[config.mk]
export PLATFORM = sky130hd
export DESIGN_NAME = cache_top
export DESIGN_NICKNAME = d
export VERILOG_FILES = /design/src/verilog/cache_pkg.sv /design/src/verilog/cache_ctrl.sv /design/src/verilog/cache_store.sv /design/src/verilog/cache_top.sv
export SDC_FILE = /design/constraint.sdc
export NUM_CORES = 2
export LEC_CHECK = 0
export BUFFER_PORTS_ARGS = -buffer_cell sky130_fd_sc_hd__clkbuf_2
export CORE_MARGIN = 5
export CORE_UTILIZATION = 30
export CTS_BUF_LIST = sky130_fd_sc_hd__clkbuf_2 sky130_fd_sc_hd__clkbuf_4 sky130_fd_sc_hd__clkbuf_8
export DETAILED_ROUTE_END_ITERATION = 7
export SKIP_CTS_REPAIR_TIMING = 1
export SYNTH_ARGS = -nofsm -noshare
export SYNTH_HDL_FRONTEND = slang
export SYNTH_HIERARCHICAL = 1
export SYNTH_SLANG_ARGS = --single-unit
[constraint.sdc]
create_clock -name clk -period 9.9 [get_ports clk]
set_input_delay 1.98 -clock clk [delete_from_list [all_inputs] [get_ports clk]]
set_output_delay 1.98 -clock clk [all_outputs]
set_load 0.1 [all_outputs]
[src/verilog/cache_pkg.sv]
// Cache shared types

package cache_pkg;

	// --------------------
	// widths
	// --------------------
	localparam int ADDR_W     = 30;  // processor word address
	localparam int WORD_W     = 32;
	localparam int BLOCK_W    = 128; // four words per block
	localparam int OFFSET_W   = 2;   // word in block
	localparam int MEM_ADDR_W = 28;  // block address on the memory side

	// --------------------
	// enums
	// --------------------

	// controller state
	typedef enum logic [1:0] {
		st_idle,
		st_compare,
		st_write_back,
		st_allocate
	} cache_state_e;

	// line store operation applied at the next clock edge
	typedef enum logic [1:0] {
		cmd_none,
		cmd_write_word, // one word, marks the line dirty
		cmd_fill,       // whole block from memory
		cmd_clean       // victim written back, drop dirty
	} store_cmd_e;

	// --------------------
	// structs
	// --------------------

	// processor request, held while stalled
	typedef struct packed {
		logic              read;
		logic              write;
		logic [ADDR_W-1:0] addr;
		logic [WORD_W-1:0] wdata;
	} proc_req_t;

	// lookup result of the addressed set
	typedef struct packed {
		logic                  hit;
		logic                  hit_way;
		logic                  victim_way;   // way named by the fill-order bit
		logic                  victim_dirty;
		logic [MEM_ADDR_W-1:0] victim_addr;  // victim tag joined with index
	} store_status_t;

endpackage

[src/verilog/cache_ctrl.sv]
// Cache controller FSM

`timescale 1ns/1ps

module cache_ctrl #(
	parameter int SET_BITS = 2
) (
	input  logic                                 clk,
	input  logic                                 proc_reset,
	input  cache_pkg::proc_req_t                 proc_req,
	input  cache_pkg::store_status_t             status,
	input  logic [cache_pkg::BLOCK_W-1:0]        victim_block,
	input  logic                                 mem_ready,
	output cache_pkg::store_cmd_e                cmd,
	output logic                                 way,
	output logic                                 proc_stall,
	output logic                                 mem_read,
	output logic                                 mem_write,
	output logic [cache_pkg::MEM_ADDR_W-1:0]     mem_addr,
	output logic [cache_pkg::BLOCK_W-1:0]        mem_wdata
);

	localparam int TAG_W = cache_pkg::ADDR_W - cache_pkg::OFFSET_W - SET_BITS;

	cache_pkg::cache_state_e state;
	cache_pkg::cache_state_e state_next;

	logic [TAG_W-1:0]                req_tag;
	logic [SET_BITS-1:0]             req_index;
	logic [cache_pkg::MEM_ADDR_W-1:0] req_block; // block the request wants
	logic                            req_valid;
	logic                            miss;

	assign req_tag   = proc_req.addr[cache_pkg::ADDR_W-1 -: TAG_W];
	assign req_index = proc_req.addr[cache_pkg::OFFSET_W +: SET_BITS];
	assign req_block = {req_tag, req_index};
	assign req_valid = proc_req.read | proc_req.write;
	assign miss      = req_valid & ~status.hit;

	// --------------------
	// state register
	// --------------------
	always_ff @(posedge clk) begin
		if (proc_reset) begin
			state <= cache_pkg::st_idle;
		end else begin
			state <= state_next;
		end
	end

	// --------------------
	// next state, outputs
	// --------------------
	always_comb begin
		state_next = state;
		cmd        = cache_pkg::cmd_none;
		way        = status.victim_way;
		proc_stall = 1'b1;
		mem_read   = 1'b0;
		mem_write  = 1'b0;
		mem_addr   = '0;
		mem_wdata  = '0;

		case (state)
			cache_pkg::st_idle: begin
				state_next = cache_pkg::st_compare; // one stalled cycle after reset
			end

			cache_pkg::st_compare: begin
				proc_stall = miss;
				if (req_valid && status.hit && proc_req.write) begin
					cmd = cache_pkg::cmd_write_word;
					way = status.hit_way;
				end
				if (miss) begin
					// dirty victim goes out before the new block comes in
					state_next = status.victim_dirty ? cache_pkg::st_write_back
					                                 : cache_pkg::st_allocate;
				end
			end

			cache_pkg::st_write_back: begin
				mem_write = 1'b1;
				mem_addr  = status.victim_addr;
				mem_wdata = victim_block;
				if (mem_ready) begin
					cmd        = cache_pkg::cmd_clean;
					state_next = cache_pkg::st_allocate;
				end
			end

			cache_pkg::st_allocate: begin
				mem_read = 1'b1;
				mem_addr = req_block;
				if (mem_ready) begin
					cmd        = cache_pkg::cmd_fill; // lands in the victim way
					state_next = cache_pkg::st_compare;
				end
			end

			default: begin
				state_next = cache_pkg::st_idle;
			end
		endcase
	end

	// --------------------
	// protocol checks
	// --------------------
	a_one_strobe: assert property (
		@(posedge clk) disable iff (proc_reset)
		!(mem_read && mem_write)
	);

	// strobe and address hold until memory answers
	a_strobe_held: assert property (
		@(posedge clk) disable iff (proc_reset)
		(mem_read || mem_write) && !mem_ready |=>
			$stable({mem_read, mem_write, mem_addr})
	);

endmodule

[src/verilog/cache_store.sv]
// Two-way line store

`timescale 1ns/1ps

module cache_store #(
	parameter int SET_BITS = 2
) (
	input  logic                              clk,
	input  logic                              proc_reset,
	input  cache_pkg::proc_req_t              proc_req,
	input  cache_pkg::store_cmd_e             cmd,
	input  logic                              way,
	input  logic [cache_pkg::BLOCK_W-1:0]     fill_block,
	output cache_pkg::store_status_t          status,
	output logic [cache_pkg::WORD_W-1:0]      read_word,
	output logic [cache_pkg::BLOCK_W-1:0]     victim_block
);

	localparam int SETS  = 1 << SET_BITS;
	localparam int TAG_W = cache_pkg::ADDR_W - cache_pkg::OFFSET_W - SET_BITS;

	// one line: valid, dirty, tag, then data
	typedef struct packed {
		logic                          valid;
		logic                          dirty;
		logic [TAG_W-1:0]              tag;
		logic [cache_pkg::BLOCK_W-1:0] data;
	} line_t;

	line_t lines [2][SETS];
	logic [SETS-1:0] fill_order; // way filled least recently, per set

	// --------------------
	// address split
	// --------------------
	logic [TAG_W-1:0]              req_tag;
	logic [SET_BITS-1:0]           req_index;
	logic [cache_pkg::OFFSET_W-1:0] req_offset;

	assign req_tag    = proc_req.addr[cache_pkg::ADDR_W-1 -: TAG_W];
	assign req_index  = proc_req.addr[cache_pkg::OFFSET_W +: SET_BITS];
	assign req_offset = proc_req.addr[cache_pkg::OFFSET_W-1:0];

	// --------------------
	// lookup
	// --------------------
	line_t line0;
	line_t line1;
	line_t hit_line;
	line_t victim_line;
	logic  hit0;
	logic  hit1;
	logic  victim_way;

	assign line0 = lines[0][req_index];
	assign line1 = lines[1][req_index];

	assign hit0 = line0.valid && (line0.tag == req_tag);
	assign hit1 = line1.valid && (line1.tag == req_tag);

	assign victim_way  = fill_order[req_index];
	assign victim_line = victim_way ? line1 : line0;
	assign hit_line    = hit1 ? line1 : line0; // way 0 when nothing hits

	always_comb begin
		status.hit          = hit0 | hit1;
		status.hit_way      = hit1;
		status.victim_way   = victim_way;
		status.victim_dirty = victim_line.valid & victim_line.dirty;
		status.victim_addr  = {victim_line.tag, req_index};
	end

	assign read_word    = hit_line.data[req_offset*cache_pkg::WORD_W +: cache_pkg::WORD_W];
	assign victim_block = victim_line.data;

	// --------------------
	// update
	// --------------------
	always_ff @(posedge clk) begin
		if (proc_reset) begin
			for (int w = 0; w < 2; w++) begin
				for (int s = 0; s < SETS; s++) begin
					lines[w][s] <= '0;
				end
			end
			fill_order <= '0;
		end else begin
			case (cmd)
				cache_pkg::cmd_write_word: begin
					lines[way][req_index].data[req_offset*cache_pkg::WORD_W +: cache_pkg::WORD_W]
						<= proc_req.wdata;
					lines[way][req_index].dirty <= 1'b1;
				end
				cache_pkg::cmd_fill: begin
					lines[way][req_index].data  <= fill_block;
					lines[way][req_index].tag   <= req_tag;
					lines[way][req_index].valid <= 1'b1;
					lines[way][req_index].dirty <= 1'b0;
					fill_order[req_index]       <= ~way; // other way goes next
				end
				cache_pkg::cmd_clean: begin
					lines[way][req_index].dirty <= 1'b0;
				end
				default: begin
				end
			endcase
		end
	end

	// a fill only ever lands on a set that missed in both ways, so a tag
	// can never be present twice in one set
	a_single_way_hit: assert property (
		@(posedge clk) disable iff (proc_reset)
		(proc_req.read || proc_req.write) |-> !(hit0 && hit1)
	);

endmodule

[src/verilog/cache_top.sv]
// Two-way write-back cache

`timescale 1ns/1ps

module cache_top (
	input  logic                                 clk,
	input  logic                                 proc_reset,
	// processor side
	input  cache_pkg::proc_req_t                 proc_req,
	output logic [cache_pkg::WORD_W-1:0]         proc_rdata,
	output logic                                 proc_stall,
	// memory side
	output logic                                 mem_read,
	output logic                                 mem_write,
	output logic [cache_pkg::MEM_ADDR_W-1:0]     mem_addr,
	output logic [cache_pkg::BLOCK_W-1:0]        mem_wdata,
	input  logic [cache_pkg::BLOCK_W-1:0]        mem_rdata,
	input  logic                                 mem_ready
);

	localparam int SET_BITS = 2; // 4 sets

	// --------------------
	// store <-> controller
	// --------------------
	cache_pkg::store_cmd_e           cmd;
	logic                            way;
	cache_pkg::store_status_t        status;
	logic [cache_pkg::WORD_W-1:0]    read_word;
	logic [cache_pkg::BLOCK_W-1:0]   victim_block;

	cache_store #(
		.SET_BITS     (SET_BITS)
	) u_store (
		.clk          (clk),
		.proc_reset   (proc_reset),
		.proc_req     (proc_req),
		.cmd          (cmd),
		.way          (way),
		.fill_block   (mem_rdata),   // fill straight from memory
		.status       (status),
		.read_word    (read_word),
		.victim_block (victim_block)
	);

	cache_ctrl #(
		.SET_BITS     (SET_BITS)
	) u_ctrl (
		.clk          (clk),
		.proc_reset   (proc_reset),
		.proc_req     (proc_req),
		.status       (status),
		.victim_block (victim_block),
		.mem_ready    (mem_ready),
		.cmd          (cmd),
		.way          (way),
		.proc_stall   (proc_stall),
		.mem_read     (mem_read),
		.mem_write    (mem_write),
		.mem_addr     (mem_addr),
		.mem_wdata    (mem_wdata)
	);

	assign proc_rdata = read_word; // valid when stall is low

endmodule
# == After elaboration in Yosys (flattened, before gate mapping) ==
# Memories as Yosys holds them, arrays and structs flattened.
# Cells that the tools add are included.
# word_totals
regBits,6
ramBits,1248
inputBits,195
memories,1
# classes
n_addsub,1
order_cmp,4
n_eq_ne,11
shift,3
n_mux,3801
bitwise_logic,3751
reduce_logical,9
# mem_list
name,depth,word_bits,read_ports,rd_clocked_by_memory_dff,wr,line,rtl
u_store.lines,2,624,2,0,2,cache_store.sv:30,line_t lines [2][SETS];
# ops
op,n
2-to-1 mux 624 bit,9
2-to-1 mux 1 bit,3762
bitwise OR 1 bit,3746
demux 156 bit (select 2 bit),5
2-to-1 mux 156 bit,6
binary-select mux 156 bit (select 2 bit),2
OR reduction 624 bit,1
2-to-1 mux 128 bit,4
2-to-1 mux 155 bit,1
2-to-1 mux 154 bit,1
"variable shift 32 x 34 -> 128 bit, first input constant",1
indexed part select 128 x 8 -> 32 bit,1
indexed part select 32 x 34 -> 128 bit,1
one-hot mux 28 bit (2 select lines),1
== test 26 bit,2
negator 7 -> 34 bit,1
2-to-1 mux 2 bit,5
"== test 2 bit, second input constant",4
one-hot mux 2 bit (4 select lines),1
logical AND 1 bit,6
one-hot mux 2 bit (3 select lines),1
bitwise mux 4 bit,1
"== test 2 x 1 -> 1 bit, second input constant",2
"!= test 2 bit, second input constant",2
other kinds (12),14

# == Longest topological paths before layout ==
# logic_depth
ltp_word,23
depth_mapped,21
depth_no_buf,16

# == Hierarchy ==
# Netlist, hierarchy kept.
# modules_own_cells
module,instances,cells_per_inst,area_each_um2,seq_area_each_um2
cache_store,1,4871,61611.6,37556.0
cache_ctrl,1,201,1367.6,40.0

# == Worst setup path before layout ==
# No wires, ideal clock.
# synth_timing
path_kind,input -> register
from,input port proc_req[35] in the netlist's numbering
to,"memory u_store/lines[0][128] in the netlist's numbering, enable pin"
setup_time_ps,449
t_arrival_ps,7066
setup_slack_ps,2385
cell_stages,17
path_cell_list,buf_6 > buf_6 > buf_6 > buf_2 > clkbuf_1 > mux4_2 > xnor2_1 > nand4_1 > nor4_1 > a41o_1 > nand3_1 > a21oi_1 > nor2_1 > or3_1 > clkbuf_1 > clkbuf_1 > o21ai_0
# synth_lines
item,line,rtl
"start, declared",cache_top.sv:9,"input cache_pkg::proc_req_t proc_req,"
"end, declared",cache_store.sv:30,

# == Worst setup path in the final report ==
# layout_timing
from,input port proc_req[35] in the netlist's numbering
to,output port proc_rdata[23] in the netlist's numbering
# layout_via
elab_chain_len,8
# layout_rtl
item,line,rtl
inverter 2 -> 3 bit (not written as such) (*),"cache_store.sv:55, cache_store.sv:56",
binary-select mux 156 bit (select 2 bit),cache_store.sv:56,assign line1 = lines[1][req_index];
2-to-1 mux 156 bit (not written as such) (2 in a row),cache_store.sv:56,
== test 26 bit,cache_store.sv:59,assign hit1 = line1.valid && (line1.tag == req_tag);
logical AND 1 bit,cache_store.sv:59,
2-to-1 mux 128 bit (*),cache_store.sv:63,assign hit_line = hit1 ? line1 : line0;
indexed part select 128 x 8 -> 32 bit (*),cache_store.sv:73,assign read_word = hit_line.data[req_offset*cache_pkg::WORD_W +: cache_pkg::WORD_W];
"end, declared",cache_top.sv:10,"output logic [cache_pkg::WORD_W-1:0] proc_rdata,"
# Mark *: on every way between the ends. The rest lies on a longest branch, timed or not. The select of a mux whose other input is x is not followed.

==> metrics.txt <==
Setup crit start proc_req[35]; vias in the first global route ~44k; VDD IR max ~0.18 mV; Crit-path slowest cell and4_2; average via count per standard cell 5.568; Crit path required time 7920 ps; Worst R2R Path Depth 15; Crit Path Max Fanout between 90 and 100; multi-input logic area approximately 0.024 mm²; Post-synth ARST share 0; count of input and output buffers approximately 390; CTS clk-pin slew, worst paths about 60 ps; CP peak stage delay ~820 ps; Sw Share 0.3356; CTS root buf clkbuf_8; Total Wirelength 255.3 mm; Final TNS setup 0 ps; R2R Setup Slk 3410 ps; CTS Buffer Depth 3; num ports 386; Area Overhead vs Synth 14.25%; Avg Inst Size Synth between 10 and 15 µm²; CTS HTree Levels 4; RSZ-0062 raised after global routing false; drt wl/cell just over 30 µm; Hold Fails Final Rpt 0; P_leak roughly 26 nW; Crit path depth 11; Main synth FF type edfxtp_1; first-pass GRT wire length around 350 mm; reg2reg start u_store/lines[0][455]; Die Ht between 400 and 500 µm; Overall Power around 14 mW; Gate Count Post-Synth between 5k and 6k; row count about 170; Clock Latency Late Sink 1000 ps; max frequency between 100 and 150 MHz; Tcrit/Tclk final 0.8644; setup ws final 1342 ps; post-synthesis sequential area ratio 0.5970; PD cells roughly 190 mW/mm²; share of layout cells above drive strength 1 0.2590; internal power 9.174 mW; drt pass-1 iters 7; Inserted Clock Buffers between 200 and 250; share of the synthesized area in the top cell type 0.5951; library cells used by synthesis 57; DRC 0; Post-Syn Nets between 5k and 6k; Reg-to-Reg End u_store/lines[1][582]; sequential share of power 0.445; Die X between 400 and 500 µm; pre-CTS setup slack between 1000 and 1500 ps; Tmin final between 8000 and 9000 ps; clock skew 116.1 ps; DRT iter0 DRCs ~6.6k; Sequential Area between 0.03 and 0.04 mm²; Rel. slew slack 0.1579; top post-synthesis cells by area edfxtp_1 (60%), mux4_2 (13%), nor2_1 (9.3%), a21oi_1 (4.2%), mux2_2 (2.8%); DRT antenna net count 0; # nets final between 5k and 6k; Post-synth EDFFs roughly 1.2k; largest area contributor in the netlist edfxtp_1; clock power share 0.342; clock sink count approximately 1.3k; Starting Density 0.3011; GRT Total Usage 0.2258; Synth Cell Area 0.06298 mm²; final setup fails 0; Layout fillers just over 20k; Max-Cap Viols 0; Hold Path Class flip-flop to flip-flop; worst path bufs/invs 4; Detail Placement HPWL ~170 mm; Pins Over Slew Limit 0; CP Capture Point proc_rdata[23]; combinational share of power 0.213; CP delay by family, top buffers and inverters; Final Util 0.3440; routed vias 46.50k; GPL Wtd Cong between 0.9 and 1; antenna violations before repair 103; Crit path arrival time between 6000 and 7000 ps; synth warn 6; Crit Path Class primary input to primary output; Synth Register Bits 1254; pin count of the biggest net entering global routing ~180; full die area between 0.2 and 0.25 mm²; TritonCTS clock tree built; Psw roughly 4.6 mW; Worst-Margin Slew approximately 1300 ps; CP Cell Sequence buf_8 > buf_4 > mux2i_1 > nor2_1 > nor2_1 > a21oi_1 > nor4_1 > and4_2 > buf_4 > mux2_2 > clkbuf_2; run status finished clean; crit end category primary output; core footprint between 0.2 and 0.25 mm²; CP startpoint kind primary input; total congestion overflow 0
## kinds of logic (layout without fill, tap and decap cells)
kind of cell | Yosys count | count (layout) | synth area share
AND/OR/NAND/NOR | 2151 | 2151 | 0.1417
flip-flops | 1254 | 1254 | 0.5970
AO/OA/AOI/OAI | 597 | 597 | 0.05054
multiplexers | 578 | 578 | 0.1708
buffers and inverters | 433 | 859 | 0.03127
XOR/XNOR | 50 | 50 | 0.006953
adder cells (fa/ha/maj) | 9 | 9 | 0.001788
other | 0 | 49 | 0
## flip-flops by register name (all words and copies together) (netlist names)
name,count
u_ctrl/state,2
u_store/fill_order,4
u_store/lines,1248
## cells in the final DEF (no fill, tap or decap), types with 6 or more instances in the layout
cell and count:
diode_2 49, mux2_4 30, xor2_1 15, buf_4 79, nand3_1 12, o21ai_4 6
bufinv_16 10, and3_1 127, o21ai_0 8, mux4_2 366, mux2_2 155, inv_1 6
nor2_1 1560, clkbuf_4 64, nand2_2 42, a21oi_1 524, nand2_1 198, nor4_1 7
clkbuf_8 203, xnor2_1 35, ha_1 8, clkinv_2 28, clkinv_1 53, buf_12 13
and2_1 155, nand4_1 6, mux2i_1 23, nor3_1 11, clkbuf_2 383, a22o_1 28
edfxtp_1 1248, dfxtp_1 6, nor2b_1 11
## power groups by stage
stage | Clock, mW | Sequential [mW] | Combinational, mW
floorplan | 0 | 6.22 | 2.01
global placement | 0 | 6.24 | 2.87
detailed placement | 0 | 6.25 | 2.89
CTS | 4.77 | 6.14 | 2.89
global route | 5.01 | 6.16 | 3.00
finish | 4.73 | 6.14 | 2.94
## Yosys cell counts, types with 2 or more instances
library cell,number
a31o_2,5
mux2_4,30
a22o_1,28
buf_12,3
mux2i_1,23
inv_1,8
buf_2,123
nor3_1,12
nand2b_1,5
buf_1,26
nand3_1,14
nor2_1,1564
nor2b_1,11
a21oi_1,527
o21ai_0,14
buf_6,11
edfxtp_1,1248
nand2_1,240
a2111oi_0,2
clkbuf_1,239
o22ai_1,2
o31ai_1,2
and3_1,127
nor3b_1,4
xor2_1,15
ha_1,9
a31oi_1,2
dfxtp_1,6
buf_4,13
mux4_1,2
mux4_2,367
mux2_2,155
a21o_1,5
nor4_1,7
nand4_1,6
clkbuf_2,8
and2_1,155
xnor2_1,35
## final cells by class
class / instances / area share
Clock buffer: 267 / 0.04551
Multi-Input combinational cell: 3385 / 0.3294
Inverter: 10 / 0.0005564
Clock inverter: 105 / 0.01264
Tap cell: 2805 / 0.04877
Antenna cell: 49 / 0.001704
Sequential cell: 1254 / 0.5225
Timing Repair Buffer: 477 / 0.03892
## per-stage QoR
step	std cells	hold slack [ps]	instance area, µm²
2_1_floorplan	5072	431.5	62980
3_3_place_gp	7931	447.8	67650
3_5_place_dp	7931	459.1	67650
4_1_cts	8303	473.4	71830
5_1_grt	8328	505.1	71900
6_report	8352	470.2	71960
## worst min-delay path: cells and delay by family (launching register included)
kind | cells | cell delay (ps)
simple gates | 1 | 70
flops | 1 | 320
compound gates | 1 | 40
## routing by layer
layer / track usage / share of wire / vias up
li1: - / - / 19060
met1: 0.2755 / 0.35 / 23150
met2: 0.3292 / 0.43 / 3475
met3: 0.08181 / 0.13 / 768
met4: 0.1637 / 0.084 / 58
met5: 0 / 0.0015 / -
## how the worst min path moves through the flow
stage | startpoint | end | slack [ps] | cells after the start
4_1_cts | u_store/fill_order[2] | u_store/fill_order[2] | 470 | 2
3_3_place_gp | u_store/fill_order[1] | u_store/fill_order[1] | 450 | 2
5_1_grt | u_store/fill_order[0] | u_store/fill_order[0] | 510 | 2
6_report | u_store/fill_order[2] | u_store/fill_order[2] | 470 | 2
3_5_place_dp | u_store/fill_order[2] | u_store/fill_order[2] | 460 | 2
2_1_floorplan | u_store/fill_order[2] | u_store/fill_order[2] | 430 | 2
Power figures use the tool's default switching activity.
